`src/design/ualink_pkg.sv`:
```
// shared types and constants for the ualink command port
// every design module imports this package; port lists use scoped names
package ualink_pkg;

   // widths that carry a meaning
   typedef logic [63:0] word_t;      // stream and memory word
   typedef logic [7:0]  mem_addr_t;  // payload memory address
   typedef logic [15:0] opcode_t;    // header opcode field
   typedef logic [3:0]  burst_cnt_t; // word position inside a burst

   // decoder verdict on a header word
   typedef enum logic [1:0] {
      CMD_PASS,
      CMD_WRITE,
      CMD_READ
   } cmd_kind_t;

   typedef enum logic [2:0] {
      ST_IDLE,
      ST_PASS,
      ST_WRITE,
      ST_READ,
      ST_DRAIN
   } engine_state_t;

   localparam opcode_t OPC_WRITE = 16'h0245;
   localparam opcode_t OPC_READ  = 16'h0145;

   // header field positions
   localparam int OPC_MSB  = 63;
   localparam int OPC_LSB  = 48;
   localparam int ADDR_MSB = 47;
   localparam int ADDR_LSB = 40;

   localparam int BURST_WORDS        = 8;   // read response length, max write
   localparam int IN_FIFO_DEPTH_BITS = 4;
   localparam int IN_FIFO_SLACK      = 2;   // free entries left when ready drops
   localparam int RESP_DEPTH         = 4;
   localparam int MEM_DEPTH          = 256;

endpackage

```
`src/design/response_stream.sv`:
```
// output stage of the command port
// lines up memory read data with its issue strobe, merges it with
// forwarded words and buffers both in a small FIFO that drives m_axis
`timescale 1ns/1ps

module response_stream (
   input  logic              axi_aclk,
   input  logic              axi_resetn,
   input  logic              fwd_valid,
   input  ualink_pkg::word_t fwd_word,
   input  logic              fwd_last,
   input  logic              rd_issue,
   input  logic              rd_last,
   input  ualink_pkg::word_t mem_rdata,
   input  logic              m_axis_tready,
   output ualink_pkg::word_t m_axis_tdata,
   output logic              m_axis_tvalid,
   output logic              m_axis_tlast,
   output logic              resp_space
);
   import ualink_pkg::*;

   word_t                          slot_data [RESP_DEPTH];
   logic                           slot_last [RESP_DEPTH];
   logic [$clog2(RESP_DEPTH)-1:0]  wr_ptr;
   logic [$clog2(RESP_DEPTH)-1:0]  rd_ptr;
   logic [$clog2(RESP_DEPTH):0]    count;
   logic                           rd_pend_q;   // read data valid on mem_rdata
   logic                           rd_last_q;
   logic                           push;
   word_t                          push_word;
   logic                           push_last;
   logic                           out_fire;

   // reads and forwards never arrive in the same cycle
   assign push      = rd_pend_q || fwd_valid;
   assign push_word = rd_pend_q ? mem_rdata : fwd_word;
   assign push_last = rd_pend_q ? rd_last_q : fwd_last;

   assign m_axis_tdata  = slot_data[rd_ptr];
   assign m_axis_tlast  = slot_last[rd_ptr];
   assign m_axis_tvalid = count != '0;
   assign out_fire      = m_axis_tvalid && m_axis_tready;

   // two free slots cover the one read still in flight
   assign resp_space = count <= ($clog2(RESP_DEPTH) + 1)'(RESP_DEPTH - 2);

   always_ff @(posedge axi_aclk) begin
      rd_last_q <= rd_last;
      if (push) begin
         slot_data[wr_ptr] <= push_word;
         slot_last[wr_ptr] <= push_last;
      end
   end

   always_ff @(posedge axi_aclk) begin
      if (!axi_resetn) begin
         rd_pend_q <= 1'b0;
         wr_ptr    <= '0;
         rd_ptr    <= '0;
         count     <= '0;
      end else begin
         rd_pend_q <= rd_issue;
         if (push) wr_ptr <= wr_ptr + 1'b1;
         if (out_fire) rd_ptr <= rd_ptr + 1'b1;
         case ({push, out_fire})
            2'b10:   count <= count + 1'b1;
            2'b01:   count <= count - 1'b1;
            default: count <= count;
         endcase
      end
   end

endmodule

```
`config.mk`:
```
export PLATFORM = sky130hd
export DESIGN_NAME = response_stream
export DESIGN_NICKNAME = d
export VERILOG_FILES = /design/src/design/ualink_pkg.sv /design/src/design/response_stream.sv
export SDC_FILE = /design/constraint.sdc
export NUM_CORES = 1
export LEC_CHECK = 0
export BUFFER_PORTS_ARGS = -buffer_cell sky130_fd_sc_hd__buf_2
export CORE_ASPECT_RATIO = 0.75
export CORE_MARGIN = 1
export CORE_UTILIZATION = 50
export DETAILED_ROUTE_END_ITERATION = 16
export PLACE_DENSITY_LB_ADDON = 0.3
export SYNTH_ARGS = -nofsm -noshare
export SYNTH_HDL_FRONTEND = slang
export SYNTH_SLANG_ARGS = --single-unit
```
`constraint.sdc`:
```
create_clock -name axi_aclk -period 4.3 [get_ports axi_aclk]
set_clock_uncertainty 0.1 [all_clocks]
set_input_delay 0.43 -clock axi_aclk [delete_from_list [all_inputs] [get_ports axi_aclk]]
set_output_delay 0.43 -clock axi_aclk [all_outputs]
set_load 0.005 [all_outputs]
```
# Word-level counts from Yosys, hierarchy flattened
# Memory sizes are Yosys's and may differ from the RTL's. A register that Yosys moved wholly into a read port is not among the register bits.
# Cells that the tools add are included.
[classes]
add_sub_neg = 4
n_mux = 9
magnitude_cmp = 1
n_mul = 0
shift = 0
n_div = 0
n_reduce_logical = 4
n_bitwise = 0
eq_ne = 2
[op_table]
columns = ["cell", "count"]
rows = [
  ["$mux W64", 1],
  ["$mux W2", 4],
  ["$pmux W3 S2", 1],
  ["$add A2 B1 Y2 const B", 2],
  ["$add A3 B1 Y3 const B", 1],
  ["$le A3 B2 Y1 const B", 1],
  ["$mux W1", 3],
  ["$reduce_bool A3 Y1", 1],
  ["$sub A3 B1 Y3 const B", 1],
  ["$eq A2 B1 Y1 const B", 1],
  ["$eq A2 B2 Y1 const B", 1],
  ["$reduce_bool A2 Y1", 1],
  ["$logic_and A1 B1 Y1", 1],
  ["$logic_or A1 B1 Y1", 1],
]
[word_totals]
memories = 2
latchBits = 0
ram_bits = 260
romBits = 0
inputBits = 135
reg_bits = 9
[memory_table]
columns = ["memory", "depth", "width", "read_ports", "rd_ports_with_merged_regs", "wr", "line", "text"]
rows = [
  ["slot_data", 4, 64, 1, 1, 1, "response_stream.sv:23", "word_t slot_data [RESP_DEPTH];"],
  ["slot_last", 4, 1, 1, 1, 1, "response_stream.sv:24", "logic slot_last [RESP_DEPTH];"],
]

# Depth between registers and ports, before layout
[depth]
word_depth = 4
ltp_mapped = 7
ltp_nobuf = 7

# Worst setup path before layout
# No wires, ideal clock.
[synth_path]
path_kind = "register to register"
from = "register wr_ptr[0]"
to = "memory slot_data[2][0] in the netlist's numbering, enable pin"
t_required_ns = 3.704
t_arrival_ns = 3.441
path_slack_ns = 0.262
path_stages_with_launch = 4
path_cell_list = "dfxtp_1 inv_1 ha_1 nor2b_1"
[synth_lines]
columns = ["element", "line", "text"]
rows = [
  ["start: declaration", "response_stream.sv:25", "logic [$clog2(RESP_DEPTH)-1:0] wr_ptr;"],
  ["start signal: assignment", "response_stream.sv:64", "if (push) wr_ptr <= wr_ptr + 1'b1;"],
  ["end: declaration", "response_stream.sv:23", ""],
]
# No word-level cell before the write port.

==> out/qor.yml <==
critical_path:
  cp.arrival_ns: 2.59
  crit_fanout: 43
  crit_path_start_kind: "flop"
  r2r_start: "rd_pend_q"
  crit_type: "reg2out"
  max_stage_delay_ns: 0.92
  crit_chain: "buf_4, mux4_2, buf_2"
  crit_cells: 3
  crit_buf_inv: 2
  required_ns: 3.77
  cp-end-kind: "output port"
  critical_path.top_delay_family: "flip-flops"
  r2r_cells: 7
  slowest_stage: "dfxtp_4"
timing:
  hold_violations: 0
  finalCritPeriodShare_pct: 72.6
  setup_tns_ns: 0
  rsz0062_at_grt: "false"
  slew_headroom_pct: 35.4
  min_period_ns: 3.12
  fmax_ghz: 0.320
  maxSlewViolCount: 0
  setup_viol_count_final: 0
  tightest_slew_ns: 0.969
place:
  gp_congestion: 0.737
  dpl.hpwl_um: 12000
  postPlaceCellArea_mm2: 0.0120
  port_buffers: 201
die:
  start_util_pct: 52.0
  pin_count: 202
  dieArea_mm2: 0.0220
  rows: 45
  die_w_um: 171
  die_h_um: 129
  core_area_mm2: 0.0206
grt:
  met1_usage_pct: 25.3
  antenna_found_initial: 0
  grt_start_max_net_pins: 68
  grt_pass1_vias: 5335
  grt_overflow: 0
  use_met3_pct: 3.35
  grtUsageTotal_pct: 18.0
  met2_usage_pct: 30.1
  grt_pass1_wl_um: 29600
  busiest_layer: "met2"
yosys:
  ys_seq_area_share_pct: 74.9
  synthesis.area_mm2: 0.0107
  netlist_top_cells_area: "edfxtp_1 73%, mux4_2 14%, mux2_2 6.8%"
  netlist.area_leader.share_pct: 72.9
  synthArstFlopShare_pct: 0
  syn_inst: 462
  ys_ff_latch: 271
  yosysWarnings: 0
  synth_common_cells: "260 x edfxtp_1, 65 x mux2_2, 65 x mux4_2"
  yosysTopAreaCell: "edfxtp_1"
  ys.flop_type: "edfxtp_1"
  synth_edf_count: 260
  synth_cell_types: 24
  synth.avg_cell_area_um2: 23.2
  synth.most_common_cell: "edfxtp_1"
  syn_nets: 603
hold_path:
  hold_depth: 2
  holdCritPathClass: "in2reg"
  hold_start: "rd_issue"
finish:
  drive_above_1_share_pct: 54.9
  stdcell_area_mm2: 0.0128
  diodes: 0
  n_fill_cell: 1503
  finalCoreUtilization_pct: 62.1
  area_delta_synth_final_pct: 19.5
  layout.nets: 820
clock_network:
  path_clk_slew_ns: 0.06
  cts_tree: "done"
  clk_path_buf_depth: 3
  ctsHtreeMaxLevel: 1
  post_cts_buffers: 0
  hold_buffers: 1
  clockRootBuffer: "clkbuf_16"
  cts_sinks: 271
  numCtsBuffers: 26
  clock_latency_ns: 0.51
  ctsResizeCount: 0
routing:
  drt_iter0_markers: 352
  viasPerCell: 5.34
  final_antenna_net_count: 0
  drc: 0
  dr.pass1.iters: 4
  wl_um: 19300
  wire_per_inst_um: 19.7
  via_count: 5240
power:
  ir_worst_vdd_uv: 299
  power_mw: 6.72
  p_leak_nw: 4.42
  powerDensity_mw_per_mm2: 525
flow_run:
  max-cap-violations: 0
status:
  status: "complete, no violations"
[through the flow]
step	std cells	hold WS (ns)	setup slack (ns)
floorplan	462	0.358	0.262
global placement	932	0.388	1.33
detailed placement	932	0.423	1.19
CTS	981	0.00561	1.06
global route	981	0.0126	0.958
finish	981	0.0198	1.18
[path summary, 6_finish.rpt]
kind                          end  slack [ns]
hold / removal          rd_pend_q        0.02
setup / recovery  m_axis_tdata[8]        1.18
hold reg to reg         wr_ptr[1]        0.43
setup reg to reg         count[2]        1.27
[report_power, final]
| group | internal (mW) | switching, mW |
|---|---|---|
| sequential | 3.14 | 0.220 |
| combinational | 0.765 | 0.530 |
| clock | 1.16 | 0.910 |
[logic make-up (layout without fill, tap and decap cells)]
logic type               count (synthesis)  in the layout  synth area share, %
AND/OR/NAND/NOR                         16             16                0.864
flip-flops                             271            271                 74.9
buffers and inverters                   26            263                 2.02
XOR/XNOR                                 5              5                0.409
adder cells (fa/ha/maj)                  6              6                0.771
AO/OA/AOI/OAI                            8              8                0.490
multiplexers                           130            130                 20.5
[routing by layer]
layer,wire length [µm],vias up
met1,8460,2665
li1,-,2366
met2,9370,183
met4,273,0
met5,0,-
met3,1230,26
[final cells by class]
class / instances / area [µm²] / share of cell area (%)
Tap cell: 282 / 353 / 2.76
Inverter: 5 / 18.8 / 0.147
Timing Repair Buffer: 210 / 1100 / 8.60
Multi-Input combinational cell: 165 / 2500 / 19.5
Clock inverter: 14 / 87.6 / 0.684
Clock buffer: 34 / 702 / 5.48
Sequential cell: 271 / 8040 / 62.8
[sequential cells by signal, indices dropped and copies added (netlist names), named ones only]
register / cells
rd_pend_q: 1
slot_data: 256
slot_last: 4
rd_last_q: 1
wr_ptr: 2
count: 3
rd_ptr: 2
[placed cells by master, fill, tap and decap left out, drive strengths merged]
| cell type | instances |
|---|---|
| clkinvlp | 4 |
| and2 | 5 |
| o21ai | 3 |
| mux2 | 65 |
| xnor2 | 4 |
| inv | 5 |
| dfxtp | 11 |
| buf | 209 |
| mux4 | 65 |
| nand2 | 2 |
| ha | 5 |
| or3 | 2 |
| dlygate4sd3 | 1 |
| a21boi | 2 |
| xor2 | 1 |
| clkinv | 10 |
| o311ai | 1 |
| a21oi | 1 |
| fa | 1 |
| o31a | 1 |
| nor2 | 1 |
| nor2b | 6 |
| edfxtp | 260 |
| clkbuf | 34 |
No activity file was read; power rests on OpenSTA's default activity.
