===== config.mk =====
export PLATFORM = sky130hd
export DESIGN_NAME = ingress_fifo
export DESIGN_NICKNAME = d
export VERILOG_FILES = /design/src/design/ualink_pkg.sv /design/src/design/ingress_fifo.sv
export SDC_FILE = /design/constraint.sdc
export NUM_CORES = 1
export LEC_CHECK = 0
export ABC_AREA = 1
export ABC_CLOCK_PERIOD_IN_PS = 3980
export BUFFER_PORTS_ARGS = -buffer_cell sky130_fd_sc_hd__buf_2
export CAP_MARGIN = 20
export CORE_UTILIZATION = 35
export CTS_CLUSTER_SIZE = 20
export DETAILED_ROUTE_END_ITERATION = 12
export GPL_ROUTABILITY_DRIVEN = 0
export GPL_TIMING_DRIVEN = 0
export HOLD_SLACK_MARGIN = 0.03
export SLEW_MARGIN = 20
export SYNTH_ARGS = -nofsm -noshare
export SYNTH_HDL_FRONTEND = slang
export SYNTH_SLANG_ARGS = --single-unit

===== constraint.sdc =====
create_clock -name axi_aclk -period 3.98 [get_ports axi_aclk]
set_input_delay 0.398 -clock axi_aclk [delete_from_list [all_inputs] [get_ports axi_aclk]]
set_output_delay 0.398 -clock axi_aclk [all_outputs]
set_load 0.03 [all_outputs]

===== src/design/ualink_pkg.sv =====
// shared types and constants for the ualink command port
// every design module imports this package; port lists use scoped names
package ualink_pkg;

   // widths that carry a meaning
   typedef logic [63:0] word_t;      // stream and memory word
   typedef logic [7:0]  mem_addr_t;  // payload memory address
   typedef logic [15:0] opcode_t;    // header opcode field
   typedef logic [3:0]  burst_cnt_t; // word position inside a burst

   // decoder verdict on a header word
   typedef enum logic [1:0] {
      CMD_PASS,
      CMD_WRITE,
      CMD_READ
   } cmd_kind_t;

   typedef enum logic [2:0] {
      ST_IDLE,
      ST_PASS,
      ST_WRITE,
      ST_READ,
      ST_DRAIN
   } engine_state_t;

   localparam opcode_t OPC_WRITE = 16'h0245;
   localparam opcode_t OPC_READ  = 16'h0145;

   // header field positions
   localparam int OPC_MSB  = 63;
   localparam int OPC_LSB  = 48;
   localparam int ADDR_MSB = 47;
   localparam int ADDR_LSB = 40;

   localparam int BURST_WORDS        = 8;   // read response length, max write
   localparam int IN_FIFO_DEPTH_BITS = 4;
   localparam int IN_FIFO_SLACK      = 2;   // free entries left when ready drops
   localparam int RESP_DEPTH         = 4;
   localparam int MEM_DEPTH          = 256;

endpackage


===== src/design/ingress_fifo.sv =====
// input buffer for the command port
// fall-through FIFO of data words plus their last flags; the head is
// visible without a read strobe and pop removes it
`timescale 1ns/1ps

module ingress_fifo (
   input  logic              axi_aclk,
   input  logic              axi_resetn,
   input  ualink_pkg::word_t s_axis_tdata,
   input  logic              s_axis_tvalid,
   input  logic              s_axis_tlast,
   input  logic              pop,
   output logic              s_axis_tready,
   output ualink_pkg::word_t head_word,
   output logic              head_last,
   output logic              head_valid
);
   import ualink_pkg::*;

   word_t                         fifo_data [1 << IN_FIFO_DEPTH_BITS];
   logic                          fifo_last [1 << IN_FIFO_DEPTH_BITS];
   logic [IN_FIFO_DEPTH_BITS-1:0] wr_ptr;
   logic [IN_FIFO_DEPTH_BITS-1:0] rd_ptr;
   logic [IN_FIFO_DEPTH_BITS:0]   fill;   // one extra bit so full is representable
   logic                          push;

   // ready drops early so words already in flight still fit
   assign s_axis_tready = fill <
      (IN_FIFO_DEPTH_BITS + 1)'((1 << IN_FIFO_DEPTH_BITS) - IN_FIFO_SLACK);
   assign push = s_axis_tvalid && s_axis_tready;

   assign head_word  = fifo_data[rd_ptr];
   assign head_last  = fifo_last[rd_ptr];
   assign head_valid = fill != '0;

   always_ff @(posedge axi_aclk) begin
      if (push) begin
         fifo_data[wr_ptr] <= s_axis_tdata;
         fifo_last[wr_ptr] <= s_axis_tlast;
      end
   end

   always_ff @(posedge axi_aclk) begin
      if (!axi_resetn) begin
         wr_ptr <= '0;
         rd_ptr <= '0;
         fill   <= '0;
      end else begin
         if (push) wr_ptr <= wr_ptr + 1'b1;  // wraps at depth
         if (pop) rd_ptr <= rd_ptr + 1'b1;
         case ({push, pop})
            2'b10:   fill <= fill + 1'b1;
            2'b01:   fill <= fill - 1'b1;
            default: fill <= fill;
         endcase
      end
   end

endmodule


# Word level (Yosys, flattened, before mapping)
# Memory sizes are Yosys's and may differ from the RTL's. A register that Yosys moved wholly into a read port is not among the register bits.
# Index checks and enable logic that the tools add are counted.
totals:
  reg_bits: 13
  ram_bits: 1040
  in_bits: 69
  output_inout_bits: 67
  word_cells: 22
  mem_count: 2
memory_table:
  columns: ["name", "depth", "width", "rd", "rd_ports_with_merged_regs", "write_ports", "line_no", "text"]
  rows:
  - ["fifo_data", 16, 64, 1, 1, 1, "ingress_fifo.sv:20", "word_t fifo_data [1 << IN_FIFO_DEPTH_BITS];"]
  - ["fifo_last", 16, 1, 1, 1, 1, "ingress_fifo.sv:21", "logic fifo_last [1 << IN_FIFO_DEPTH_BITS];"]
classes:
  add_sub_neg: 4
  magnitude_cmp: 1
  eq_ne: 2
  mux: 7
  reduce_logical: 3
ops:
  columns: ["op", "n"]
  rows:
  - ["$mux W4", 4]
  - ["$pmux W5 S2", 1]
  - ["$add A4 B1 Y4 const B", 2]
  - ["$add A5 B1 Y5 const B", 1]
  - ["$lt A5 B4 Y1 const B", 1]
  - ["$reduce_bool A5 Y1", 1]
  - ["$sub A5 B1 Y5 const B", 1]
  - ["$eq A2 B1 Y1 const B", 1]
  - ["$eq A2 B2 Y1 const B", 1]
  - ["$mux W1", 2]
  - ["$reduce_bool A2 Y1", 1]
  - ["$logic_and A1 B1 Y1", 1]

# Logic depth before layout (Yosys ltp)
logic_depth:
  word_depth: 4
  depth_mapped: 14
  mapped_depth_nobuf: 14

# Worst setup path before layout
# OpenSTA, ideal clock, no wires.
synth_timing:
  kind: "flip-flop to flip-flop"
  start: "register fill[1]"
  end: "memory fifo_data[11][0] (netlist name), enable pin"
  setup_ns: 0.488
  arrival_ns: 3.599
  required_ns: 3.492
  slack_ns: -0.107
  stages_incl_launch_ff: 6
  n_path_buf: 0
  period_less_slack_ns: 4.087
  cell_sequence: "dfxtp_1 -> nand3_1 -> nand3_1 -> nor2_1 -> nand2_1 -> nor2_1"
synth_via:
  elab_chain_cells: 4
synth_rtl:
  columns: ["element", "line_no", "text"]
  rows:
  - ["from (decl)", "ingress_fifo.sv:24", "logic [IN_FIFO_DEPTH_BITS:0] fill;"]
  - ["from (signal assigned)", "ingress_fifo.sv:52", "2'b10: fill <= fill + 1'b1;"]
  - ["from (signal assigned)", "ingress_fifo.sv:53", "2'b01: fill <= fill - 1'b1;"]
  - ["from (signal assigned)", "ingress_fifo.sv:54", "default: fill <= fill;"]
  - ["$lt A5 B4 Y1", "ingress_fifo.sv:28", "assign s_axis_tready = fill <"]
  - ["$logic_and A1 B1 Y1", "ingress_fifo.sv:30", "assign push = s_axis_tvalid && s_axis_tready;"]
  - ["$mux W1", "ingress_fifo.sv:37", "if (push) begin"]
  - ["$mux W1 (not written as such)", "ingress_fifo.sv:38", "fifo_data[wr_ptr] <= s_axis_tdata;"]
  - ["to (decl)", "ingress_fifo.sv:20", null]
# Every way passes these cells.

==> out/summary.txt <==
Status = finished, final reports clean
Startpoint type of the worst setup path = flip-flop
Grt ovf = 0
CTS buffer count = 105
Core Region = 120600 µm²
Post-route cell area = 50240 µm²
PnR Total Power = 24.51 mW
Largest net degree at the start of global routing = 25
Number of DRC markers in iteration 0 = 2333
Area of placed instances = 46890 µm²
Seq/Total Area, Yosys = 73.69%
Ys Warns = 0
Mapped Area = 42840 µm²
# rows = 127
Fmax = 0.2639 GHz
Pre-antenna DRT Iters = 6
WP buf/inv = 3
Kind of end point of the critical path = output port
Slowest stage delay, CP = 0.75 ns
Port Buf Inserts = 135
Antenna violations before repair = 8
Max clock buf depth = 3
Crit-path leading delay family = buffers and inverters
Tot GR Track Use = 18.47%
# fillers = 10.97k
Die W = 351.9 µm
Synth Register Bits = 1057
# DRC = 0
Post-Syn Nets = 3488
First-pass GRT wire length = 168.8 mm
Power density over cell area = 487.9 nW/µm²
Reg clk slew, reported paths = 0.06 ns
# Post-CTS Setup Buffers = 0
Max Cap Viol = 0
Slew HR = 34.71%
Share of layout cells above drive strength 1 = 12.30%
LEAKAGE = 17.95 nW
Data required, critical path = 3.58 ns
Fin crit period = 3.789 ns
Tcrit/Tclk final = 95.19%
# IOs = 136
Setup-failing EPs final = 0
Hold WC Path Type = in2reg
Synth cell types = 19
Arr. time, crit path = 3.39 ns
P&R area growth vs syn = 17.27%
NumNets Final = 3784
Via-to-Cell Ratio = 4.983
Syn_area_per_cell = 12.56 µm²
Starting Density = 35.52%
Cells after synthesis = 3410
Die Area = 123800 µm²
Final Routed Wirelength = 114.5 mm
Clock root buffer = clkbuf_16
DR WL/cell = 21.19 µm
CTS tree = built
Max Slew Vio Count = 0
Peak VDD IR = 0.0003407 V
Clk_skew = 0.02226 ns
Vias in the first global route = 26.33k
CP Cell Sequence = clkbuf_1 > clkbuf_1 > o21ai_0 > nand3_1 > nand3_1 > nand2_1 > buf_2
DP Wirelength = 77.83 mm
Final Hold Vio Count = 0
ANT nets after route = 0
WS Path Type = reg2out
Skew-Pair Late Insertion Delay = 0.69 ns
Critical path fanouts, max = 10
Hold WS = 0.1046 ns
Sink Count = 1057
Chip Height = 351.9 µm
Worst path slowest cell = clkbuf_1
Worst slew pin tran = 0.9794 ns
RSZ-0062 raised after global routing = no
H-tree Lvls = 3
Total number of vias = 26.93k
final cells by class:
class                           count  area (µm²)  area share, %
Sequential cell                  1057       31570          62.84
Multi-Input combinational cell   1592        8353          16.63
Clock buffer                      126        2738          5.449
Inverter                          545        2046          4.072
Tap cell                         1612        2017          4.015
Timing Repair Buffer              189        1924          3.830
Buffer                            216        1012          2.015
Clock inverter                     65       573.1          1.141
Antenna cell                        2       5.005       0.009962
layout by cell type, fill, tap and decap left out:
cell type	synthesis	final
a21oi_1	271	271
a31oi_1	2	2
buf_1	26	25
buf_12	0	27
buf_16	0	25
buf_2	85	217
buf_4	14	17
buf_6	3	3
bufinv_16	0	8
clkbuf_1	88	100
clkbuf_16	0	106
clkbuf_2	0	7
clkbuf_4	0	1
clkbuf_8	0	1
clkinv_1	0	19
clkinv_2	0	28
clkinv_8	0	1
clkinvlp_4	0	6
dfxtp_1	17	17
diode_2	0	2
dlygate4sd3_1	0	2
edfxtp_1	1040	1040
ha_1	9	9
inv_1	545	545
inv_16	0	3
nand2_1	349	349
nand3_1	397	397
nand4_1	3	3
nor2_1	29	13
nor2_4	0	16
o211ai_1	260	260
o21ai_0	268	268
o21bai_1	1	1
xor2_1	3	3
cells in the mapped netlist, drive strengths merged:
cell type | n | share of area, %
edfxtp | 1040 | 73
inv | 545 | 4.8
nand3 | 397 | 4.6
nand2 | 349 | 3.1
a21oi | 271 | 3.2
o21ai | 268 | 3.1
o211ai | 260 | 4.6
buf | 128 | 1.5
clkbuf | 88 | 0.77
nor2 | 29 | 0.25
dfxtp | 17 | 0.79
ha | 9 | 0.26
nand4 | 3 | 0.044
xor2 | 3 | 0.061
a31oi | 2 | 0.029
o21bai | 1 | 0.018
through the flow:
stage	setup WS [ns]	utilization, %	std cells	TNS (ns)
2_1_floorplan	-0.1072	-	3410	-69.93
3_3_place_gp	-3.297	37.76	5157	-2293.41
3_5_place_dp	0.5800	38.88	5209	0
4_1_cts	0.01759	41.65	5402	0
5_1_grt	0.09237	41.65	5402	0
6_report	0.1913	41.65	5404	0
final timing paths:
path | start | endpoint | slack, ns | cells after the start
setup reg to reg | fill[1]$_SDFFE_PN0P_ | fifo_data[2][40]$_DFFE_PP_ | 1.29 | 8
setup / recovery | flip-flop | head_word[57] | 0.19 | 7
hold reg to reg | rd_ptr[2]$_SDFFE_PN0P_ | flip-flop | 0.47 | 2
hold / removal | s_axis_tdata[10] | fifo_data[13][10]$_DFFE_PP_ | 0.10 | 1
registers in the layout, indices dropped and copies added (netlist names), named ones only:
name	cells
fifo_data	1024
fifo_last	16
fill	5
rd_ptr	4
wr_ptr	4
layer usage:
layer	global-route usage, %	routed length [µm]
met3	2.136	6162
met2	31.83	57240
met4	6.176	3174
met5	0	22
met1	24.15	47910
logic make-up (layout without fill, tap and decap cells):
| kind of cell | Yosys count | count (layout) | share of synthesized area (%) |
|---|---|---|---|
| xor gates and xnor gates | 3 | 3 | 0.06134 |
| adders and majority gates | 9 | 9 | 0.2629 |
| buffers and inverters | 761 | 1141 | 7.091 |
| other | 0 | 2 | 0 |
| DFF | 1057 | 1057 | 73.69 |
| AOI/OAI and AO/OA | 802 | 802 | 10.90 |
| and+or+nand+nor | 778 | 778 | 7.994 |
power breakdown:
group	internal, mW	switching, mW
clock network	5.42	4.17
registers	12.5	0.0594
logic	0.647	1.74
repair_timing:
| item | CTS | global route |
|---|---|---|
| setup endpoints to repair | 21 | 3 |
| hold buffers | 2 | 0 |
| resized for setup | 3 | 1 |
| endpoints found under the hold margin | 4 | 0 |
(Power assumes the default switching activity.)
