<file path="src/design/ualink_pkg.sv">
// shared types and constants for the ualink command port
// every design module imports this package; port lists use scoped names
package ualink_pkg;

   // widths that carry a meaning
   typedef logic [63:0] word_t;      // stream and memory word
   typedef logic [7:0]  mem_addr_t;  // payload memory address
   typedef logic [15:0] opcode_t;    // header opcode field
   typedef logic [3:0]  burst_cnt_t; // word position inside a burst

   // decoder verdict on a header word
   typedef enum logic [1:0] {
      CMD_PASS,
      CMD_WRITE,
      CMD_READ
   } cmd_kind_t;

   typedef enum logic [2:0] {
      ST_IDLE,
      ST_PASS,
      ST_WRITE,
      ST_READ,
      ST_DRAIN
   } engine_state_t;

   localparam opcode_t OPC_WRITE = 16'h0245;
   localparam opcode_t OPC_READ  = 16'h0145;

   // header field positions
   localparam int OPC_MSB  = 63;
   localparam int OPC_LSB  = 48;
   localparam int ADDR_MSB = 47;
   localparam int ADDR_LSB = 40;

   localparam int BURST_WORDS        = 8;   // read response length, max write
   localparam int IN_FIFO_DEPTH_BITS = 4;
   localparam int IN_FIFO_SLACK      = 2;   // free entries left when ready drops
   localparam int RESP_DEPTH         = 4;
   localparam int MEM_DEPTH          = 256;

endpackage

</file>
<file path="src/design/command_engine.sv">
// execute FSM of the command port
// takes packets from the ingress FIFO one word per cycle, writes payload
// words to memory, issues the eight reads of a read command and hands
// passthrough words to the response stage
`timescale 1ns/1ps

module command_engine (
   input  logic                  axi_aclk,
   input  logic                  axi_resetn,
   input  ualink_pkg::word_t     head_word,
   input  logic                  head_last,
   input  logic                  head_valid,
   input  ualink_pkg::cmd_kind_t cmd_kind,
   input  ualink_pkg::mem_addr_t cmd_addr,
   input  logic                  resp_space,
   output logic                  pop,
   output logic                  mem_we,
   output ualink_pkg::mem_addr_t mem_addr,
   output ualink_pkg::word_t     mem_wdata,
   output logic                  fwd_valid,
   output ualink_pkg::word_t     fwd_word,
   output logic                  fwd_last,
   output logic                  rd_issue,
   output logic                  rd_last
);
   import ualink_pkg::*;

   engine_state_t state, state_next;
   burst_cnt_t    burst_cnt, burst_cnt_next;
   mem_addr_t     addr_q, addr_next;
   logic          hdr_last_q, hdr_last_next;  // read header ended the packet
   logic          tail_q;                     // eighth read went out last cycle

   assign mem_addr  = addr_q;
   assign mem_wdata = head_word;
   assign fwd_word  = head_word;
   assign fwd_last  = head_last;

   always_comb begin
      state_next     = state;
      burst_cnt_next = burst_cnt;
      addr_next      = addr_q;
      hdr_last_next  = hdr_last_q;
      pop            = 1'b0;
      mem_we         = 1'b0;
      fwd_valid      = 1'b0;
      rd_issue       = 1'b0;
      rd_last        = 1'b0;

      case (state)
         ST_IDLE: begin
            if (head_valid) begin
               case (cmd_kind)
                  CMD_WRITE: begin
                     pop        = 1'b1;
                     addr_next  = cmd_addr;
                     state_next = ST_WRITE;
                  end
                  CMD_READ: begin
                     pop            = 1'b1;
                     addr_next      = cmd_addr;
                     burst_cnt_next = '0;
                     hdr_last_next  = head_last;
                     state_next     = ST_READ;
                  end
                  default: begin
                     // the last read word lands in the response buffer this
                     // cycle, so hold the forward port one cycle
                     if (resp_space && !tail_q) begin
                        pop       = 1'b1;
                        fwd_valid = 1'b1;
                        if (!head_last) state_next = ST_PASS;
                     end
                  end
               endcase
            end
         end

         ST_PASS: begin
            if (head_valid && resp_space) begin
               pop       = 1'b1;
               fwd_valid = 1'b1;
               if (head_last) state_next = ST_IDLE;
            end
         end

         ST_WRITE: begin
            if (head_valid) begin
               pop       = 1'b1;
               mem_we    = 1'b1;
               addr_next = addr_q + 1'b1;  // 8-bit wrap
               if (head_last) state_next = ST_IDLE;
            end
         end

         ST_READ: begin
            if (resp_space) begin
               rd_issue       = 1'b1;
               addr_next      = addr_q + 1'b1;
               burst_cnt_next = burst_cnt + 1'b1;
               if (burst_cnt == burst_cnt_t'(BURST_WORDS - 1)) begin
                  rd_last    = 1'b1;
                  state_next = hdr_last_q ? ST_IDLE : ST_DRAIN;
               end
            end
         end

         ST_DRAIN: begin
            // trailing words of a read packet are dropped
            if (head_valid) begin
               pop = 1'b1;
               if (head_last) state_next = ST_IDLE;
            end
         end

         default: state_next = ST_IDLE;
      endcase
   end

   always_ff @(posedge axi_aclk) begin
      if (!axi_resetn) begin
         state      <= ST_IDLE;
         burst_cnt  <= '0;
         addr_q     <= '0;
         hdr_last_q <= 1'b0;
         tail_q     <= 1'b0;
      end else begin
         state      <= state_next;
         burst_cnt  <= burst_cnt_next;
         addr_q     <= addr_next;
         hdr_last_q <= hdr_last_next;
         tail_q     <= rd_issue && rd_last;
      end
   end

endmodule

</file>
<file path="config.mk">
export PLATFORM = sky130hd
export DESIGN_NAME = command_engine
export DESIGN_NICKNAME = d
export VERILOG_FILES = /design/src/design/ualink_pkg.sv /design/src/design/command_engine.sv
export SDC_FILE = /design/constraint.sdc
export NUM_CORES = 1
export LEC_CHECK = 0
export ABC_AREA = 1
export ABC_CLOCK_PERIOD_IN_PS = 1300
export BUFFER_PORTS_ARGS = -buffer_cell sky130_fd_sc_hd__buf_2
export CAP_MARGIN = 40
export CORE_AREA = 2 2 87 89
export DETAILED_ROUTE_END_ITERATION = 6
export DIE_AREA = 0 0 89 91
export PLACE_DENSITY_LB_ADDON = 0.15
export REMOVE_ABC_BUFFERS = 1
export SYNTH_ARGS = -nofsm -noshare
export SYNTH_HDL_FRONTEND = slang
export SYNTH_SLANG_ARGS = --single-unit
</file>
<file path="constraint.sdc">
create_clock -name axi_aclk -period 1.3 [get_ports axi_aclk]
set_input_delay 0.195 -clock axi_aclk [delete_from_list [all_inputs] [get_ports axi_aclk]]
set_output_delay 0.195 -clock axi_aclk [all_outputs]
set_load 0.03 [all_outputs]
</file>
Word level (Yosys, flattened, before mapping):

Cells that the tools add are included.

* eq/ne operators: 17
* reductions and logical operators: 13
* multiplexer cells: 35
* $add $sub $neg: 2

Operators by type and width (count)
* 8-bit 2-to-1 mux: 4
* 3-bit 2-to-1 mux: 9
* 8-bit one-hot mux with 3 select lines: 1
* 1-bit 2-to-1 mux: 13
* 4-bit 2-to-1 mux: 3
* 2-bit != test (second input constant): 6
* 3-bit one-hot mux with 4 select lines: 1
* 8-bit by 1-bit adder with 8-bit output (second input constant): 1
* 4-bit by 2-bit != test with 1-bit output (second input constant): 2
* 4-bit one-hot mux with 2 select lines: 1
* 7-bit AND reduction: 1
* 3-bit by 2-bit equality test with 1-bit output (second input constant): 2
* 3-bit one-hot mux with 2 select lines: 1
* 5-bit AND reduction: 1
* 4-bit by 1-bit adder with 4-bit output (second input constant): 1
* 4-bit by 3-bit equality test with 1-bit output (second input constant): 1
* 2-bit by 1-bit != test with 1-bit output (second input constant): 2
* 4-bit AND reduction: 1
* 2-bit OR reduction: 2
* 3-bit by 1-bit equality test with 1-bit output (second input constant): 1
* 3-bit equality test (second input constant): 1
* 1-bit logical AND: 3
* 3-bit logical NOT: 1
* 1-bit one-hot mux with 3 select lines: 1
* other kinds (7): 7

* logic and storage cells: 72
* bits in registers: 17

Logic depth before layout (Yosys ltp):

* depth after elaboration: 6
* depth in mapped cells: 10

Worst setup path after synthesis:

No wires, ideal clock.

* path kind: register to output
* start point: reg state[2]
* end point: out fwd_valid
* data arrival time: 1.702 ns
* cell stages (with the launch flop): 6
* setup slack: -0.597 ns
* path through: dfxtp_1 -> inv_2 -> nand2_2 -> nor2_4 -> nand2_1 -> o41ai_1

* longest elaborated chain between the ends: 2
* elaborated cells on any way between the ends: 3

RTL lines
* from (decl): RTL line command_engine.sv:28 `engine_state_t state, state_next;`
* from (signal assigned): RTL line command_engine.sv:128 `state <= state_next;`
* 3-bit by 1-bit equality test with 1-bit output / 3-bit logical NOT (equally long branches): RTL line command_engine.sv:50 `case (state)`
* 1-bit one-hot mux with 2 select lines *: RTL line command_engine.sv:50
* to (decl): RTL line command_engine.sv:20 `output logic fwd_valid,`

Every way passes the cells marked *; elsewhere a longest branch is shown, timed or not.

Worst setup path after layout:

Same ends and word-level chain as after synthesis.

==> impl_summary.txt <==
----------------------------------------------------
[Clock tree]
  Depth of the CTS H-tree ... 1
  Count of hold buffers inserted by post-cts repair ... 0
  Max Buffers Root-to-Sink ... 2
  Number of sinks handled by clock tree synthesis ... 17
  Buffer cell driving the clock tree root ... sky130_fd_sc_hd__clkbuf_8
  Clock transition at the register clock pins on the worst setup and hold paths after CTS ... 0.08 ns
  TritonCTS clock tree ... yes
  Clock buffers created by TritonCTS ... 3
  Clock insertion delay at the later pin of the skew report ... 0.26 ns

[Floorplan]
  Top-Level Pins ... 221
  Die boundary height ... roughly 90 um
  Placeable core region ... about 0.0071 mm2
  Starting Density ... 0.302
  Area of the die ... 0.00810 mm2
  Total number of placement rows ... 31
  Chip Width ... 89 um

[STA]
  Slew margin rel. ... 0.808
  Worst slew pin tran ... 0.288 ns
  Setup repair after global routing missed its margin ... true
  Final Hold Vio Count ... 0
  Setup clock skew after layout ... 0.00235 ns
  Fmax ... around 620 MHz
  Max-slew violations ... 0
  Finish-stage setup viols ... 16
  Post-layout worst setup margin ... -0.314 ns
  Minimum clock period after layout ... 1.61 ns
  Smallest hold slack ... around 0.27 ns
  Final period utilization ... 1.24

[Critical path]
  Worst endpoint required time ... 1.11 ns
  Crit path launch type ... register
  Cell occurring most often along the worst timing path ... sky130_fd_sc_hd__buf_4
  Cell with the largest stage delay on the worst path ... sky130_fd_sc_hd__dfxtp_2
  Setup slack on the worst flop-to-flop path ... -0.18 ns
  Arrival time at the worst endpoint ... around 1.4 ns
  Slowest cell delay on critical path ... roughly 0.35 ns
  Sort of element at the end of the critical path ... output port
  List of cells traversed by the critical path ... buf_4, nor2_2, buf_6, nand4_1, o41ai_2, buf_4
  Kind of critical path ... register to output port
  Worst Path Max Fanout ... 5

[Layout]
  Layout fillers ... 833
  Finished layout cell area ... 0.00193 mm2
  Fin nets ... 346
  Fraction of layout cells with a size suffix above 1 ... 0.424
  Area growth, synth to finish ... -10.3%
  Diode count ... 0
  Final Non-Filler Cells ... 361

[Worst hold path]
  Hold WC Path Type ... input port to register

[Drt]
  Remaining routing DRC violations ... 0
  Violation count after the first detailed-route iteration ... 47
  Drt pass-1 iters ... 6
  Routed len/inst ... between 30 and 40 um
  Aggregate routed wire length ... 13.5 mm
  Via total after detailed routing ... 1742
  Via/cell ratio ... 4.83
  Antenna-violating nets left ... 0

[Synth]
  Sequential cell area fraction in the yosys report ... 0.158
  Area of the mapped netlist ... 0.00215 mm2
  Synthesized area divided by synthesized cell count ... 6.64 um2
  Async set-or-reset flop fraction in the synthesized netlist ... 0
  Most used flip-flop cell after synthesis ... sky130_fd_sc_hd__dfxtp_1
  Count of flip-flops with a built-in enable after synthesis ... 0
  Synth Warn # ... 0
  Number of instances in the synthesized netlist ... between 300 and 400
  Register bit count reported by yosys ... 17
  Number of unique standard cell types used by synthesis ... 24

[Place]
  Routability congestion estimate from global placement ... 0.979
  Post-DP HPWL ... 12.1 mm
  IO Port Bufs ... 28
  Total placed cells including tap cells ... 350
  Cell area after placement ... between 0.0015 and 0.002 mm2

[Power]
  Max VDD drop ... approximately 0.00046 V
  Static leakage power ... between 0.9 and 1 nW
  Power per cell area ... roughly 1800 mW/mm2

[Global routing]
  Pin count of the biggest net entering global routing ... 13
  First-pass GRT wire length ... 16.2 mm
  Tot GR Track Use ... 0.319
  Number of antenna violations at the first check in global routing ... 0
  Vias in the first global route ... 1496
  Total congestion overflow after global routing ... 0

[Flow run]
  Count of maximum capacitance violations ... 0

[Run status]
  Result of the run ... complete, but fails checks
  Violated checks ... setup timing

----------------------------------------------------
## sequential cells by signal, indices dropped and copies added, names as in the netlist
name        count
state           3
mem_addr        8
tail_q          1
hdr_last_q      1
burst_cnt       4
## kinds of logic (layout without fill, tap and decap cells)
group | after synthesis | in the layout | synth area share
flip-flops | 17 | 17 | 0.158
adder cells (fa/ha/maj) | 4 | 4 | 0.0233
AND/OR/NAND/NOR | 127 | 127 | 0.265
buffers and inverters | 157 | 95 | 0.504
AO/OA/AOI/OAI | 19 | 19 | 0.0494
## per-layer routing
metal,vias to the layer above,global-route usage,share of wire
li1,749,-,-
met1,728,0.195,0.21
met2,207,0.493,0.45
met3,54,0.345,0.23
met4,4,0.252,0.10
met5,-,0.112,0.0080
## power breakdown
part,total (mW),switching [mW],internal (mW)
Clock,0.439,0.222,0.216
Combinational,2.28,1.32,0.958
Sequential,0.768,0.117,0.652
Total,3.48,1.66,1.83
## cell usage after synthesis (2+ instances only)
cell,count,share of area
sky130_fd_sc_hd__a21oi_1,6,0.014
sky130_fd_sc_hd__and3_1,2,0.0058
sky130_fd_sc_hd__buf_4,130,0.45
sky130_fd_sc_hd__dfxtp_1,17,0.16
sky130_fd_sc_hd__ha_1,4,0.023
sky130_fd_sc_hd__inv_1,20,0.035
sky130_fd_sc_hd__inv_2,5,0.0087
sky130_fd_sc_hd__nand2_1,57,0.099
sky130_fd_sc_hd__nand2_2,5,0.015
sky130_fd_sc_hd__nand3_1,15,0.035
sky130_fd_sc_hd__nand4_1,4,0.012
sky130_fd_sc_hd__nor2_1,34,0.059
sky130_fd_sc_hd__nor2_4,2,0.010
sky130_fd_sc_hd__nor3_1,5,0.012
sky130_fd_sc_hd__o21ai_0,9,0.021
## worst paths after layout
check	cells past startpoint	startpoint	end
setup reg to reg	10	state[0]	mem_addr[4]
hold / removal	5	cmd_addr[6]	mem_addr[6]
hold reg to reg	2	hdr_last_q	hdr_last_q
setup / recovery	6	state[2]	fwd_valid
## cells in the final DEF (no fill, tap or decap)
master                       instances
sky130_fd_sc_hd__ha_4                1
sky130_fd_sc_hd__inv_2               6
sky130_fd_sc_hd__inv_4               2
sky130_fd_sc_hd__dfxtp_2             3
sky130_fd_sc_hd__nor2_2              3
sky130_fd_sc_hd__nand3_2             3
sky130_fd_sc_hd__and3_1              2
sky130_fd_sc_hd__dfxtp_4             2
sky130_fd_sc_hd__nor2_1             29
sky130_fd_sc_hd__nand3_4             1
sky130_fd_sc_hd__buf_4              37
sky130_fd_sc_hd__a21oi_1             6
sky130_fd_sc_hd__nand3_1            11
sky130_fd_sc_hd__inv_1              17
sky130_fd_sc_hd__a31oi_1             1
sky130_fd_sc_hd__ha_1                3
sky130_fd_sc_hd__nor3_1              4
sky130_fd_sc_hd__buf_12              1
sky130_fd_sc_hd__o21ai_2             2
sky130_fd_sc_hd__dfxtp_1            12
sky130_fd_sc_hd__nor3_4              2
sky130_fd_sc_hd__o41ai_2             1
sky130_fd_sc_hd__buf_6               5
sky130_fd_sc_hd__a21boi_1            1
sky130_fd_sc_hd__nor3_2              1
sky130_fd_sc_hd__buf_2              23
sky130_fd_sc_hd__nand2_4             4
sky130_fd_sc_hd__clkinvlp_4          1
sky130_fd_sc_hd__nand2_2             6
sky130_fd_sc_hd__nand4_1             4
sky130_fd_sc_hd__clkbuf_8            3
sky130_fd_sc_hd__nand2_1            53
sky130_fd_sc_hd__nor2_4              4
sky130_fd_sc_hd__o21ai_0             8
## through the flow
step	worst slack [ns]	power (mW)	utilization	setup TNS, ns
after CTS	-0.304	3.34	0.261	-2.78
after detailed placement	-0.192	2.66	0.234	-2.04
after global routing	-0.371	3.76	0.270	-4.41
after floorplan	-0.597	1.90	-	-1.48
final	-0.314	3.48	0.270	-2.67
after global placement	-0.219	2.67	0.234	-2.63
## repair_timing
| item | CTS | global route |
|---|---|---|
| gates resized for setup | 34 | 15 |
| setup buffers | 3 | 4 |
| setup endpoints to repair | 21 | 21 |
| endpoints found under the hold margin | 0 | 0 |
| pin swaps | 5 | 7 |
## worst max-delay path, delay by kind of cell, from the launching register on
kind	cells	cell delay, ns
AO/OA/AOI/OAI	1	0.09
buffers and inverters	3	0.48
flip-flops	1	0.35
AND/OR/NAND/NOR	2	0.24
## area by class of cell
| cell class | instances | area, um2 | area share |
|---|---|---|---|
| inverter | 25 | 98.8 | 0.0512 |
| tap | 99 | 124 | 0.0642 |
| clock buffer | 3 | 41.3 | 0.0214 |
| timing repair buffer | 66 | 469 | 0.243 |
| multi-input combinational | 150 | 837 | 0.434 |
| clock inverter | 1 | 7.51 | 0.00389 |
| sequential | 17 | 352 | 0.182 |
Note: power is estimated with default switching activity, not from simulation.
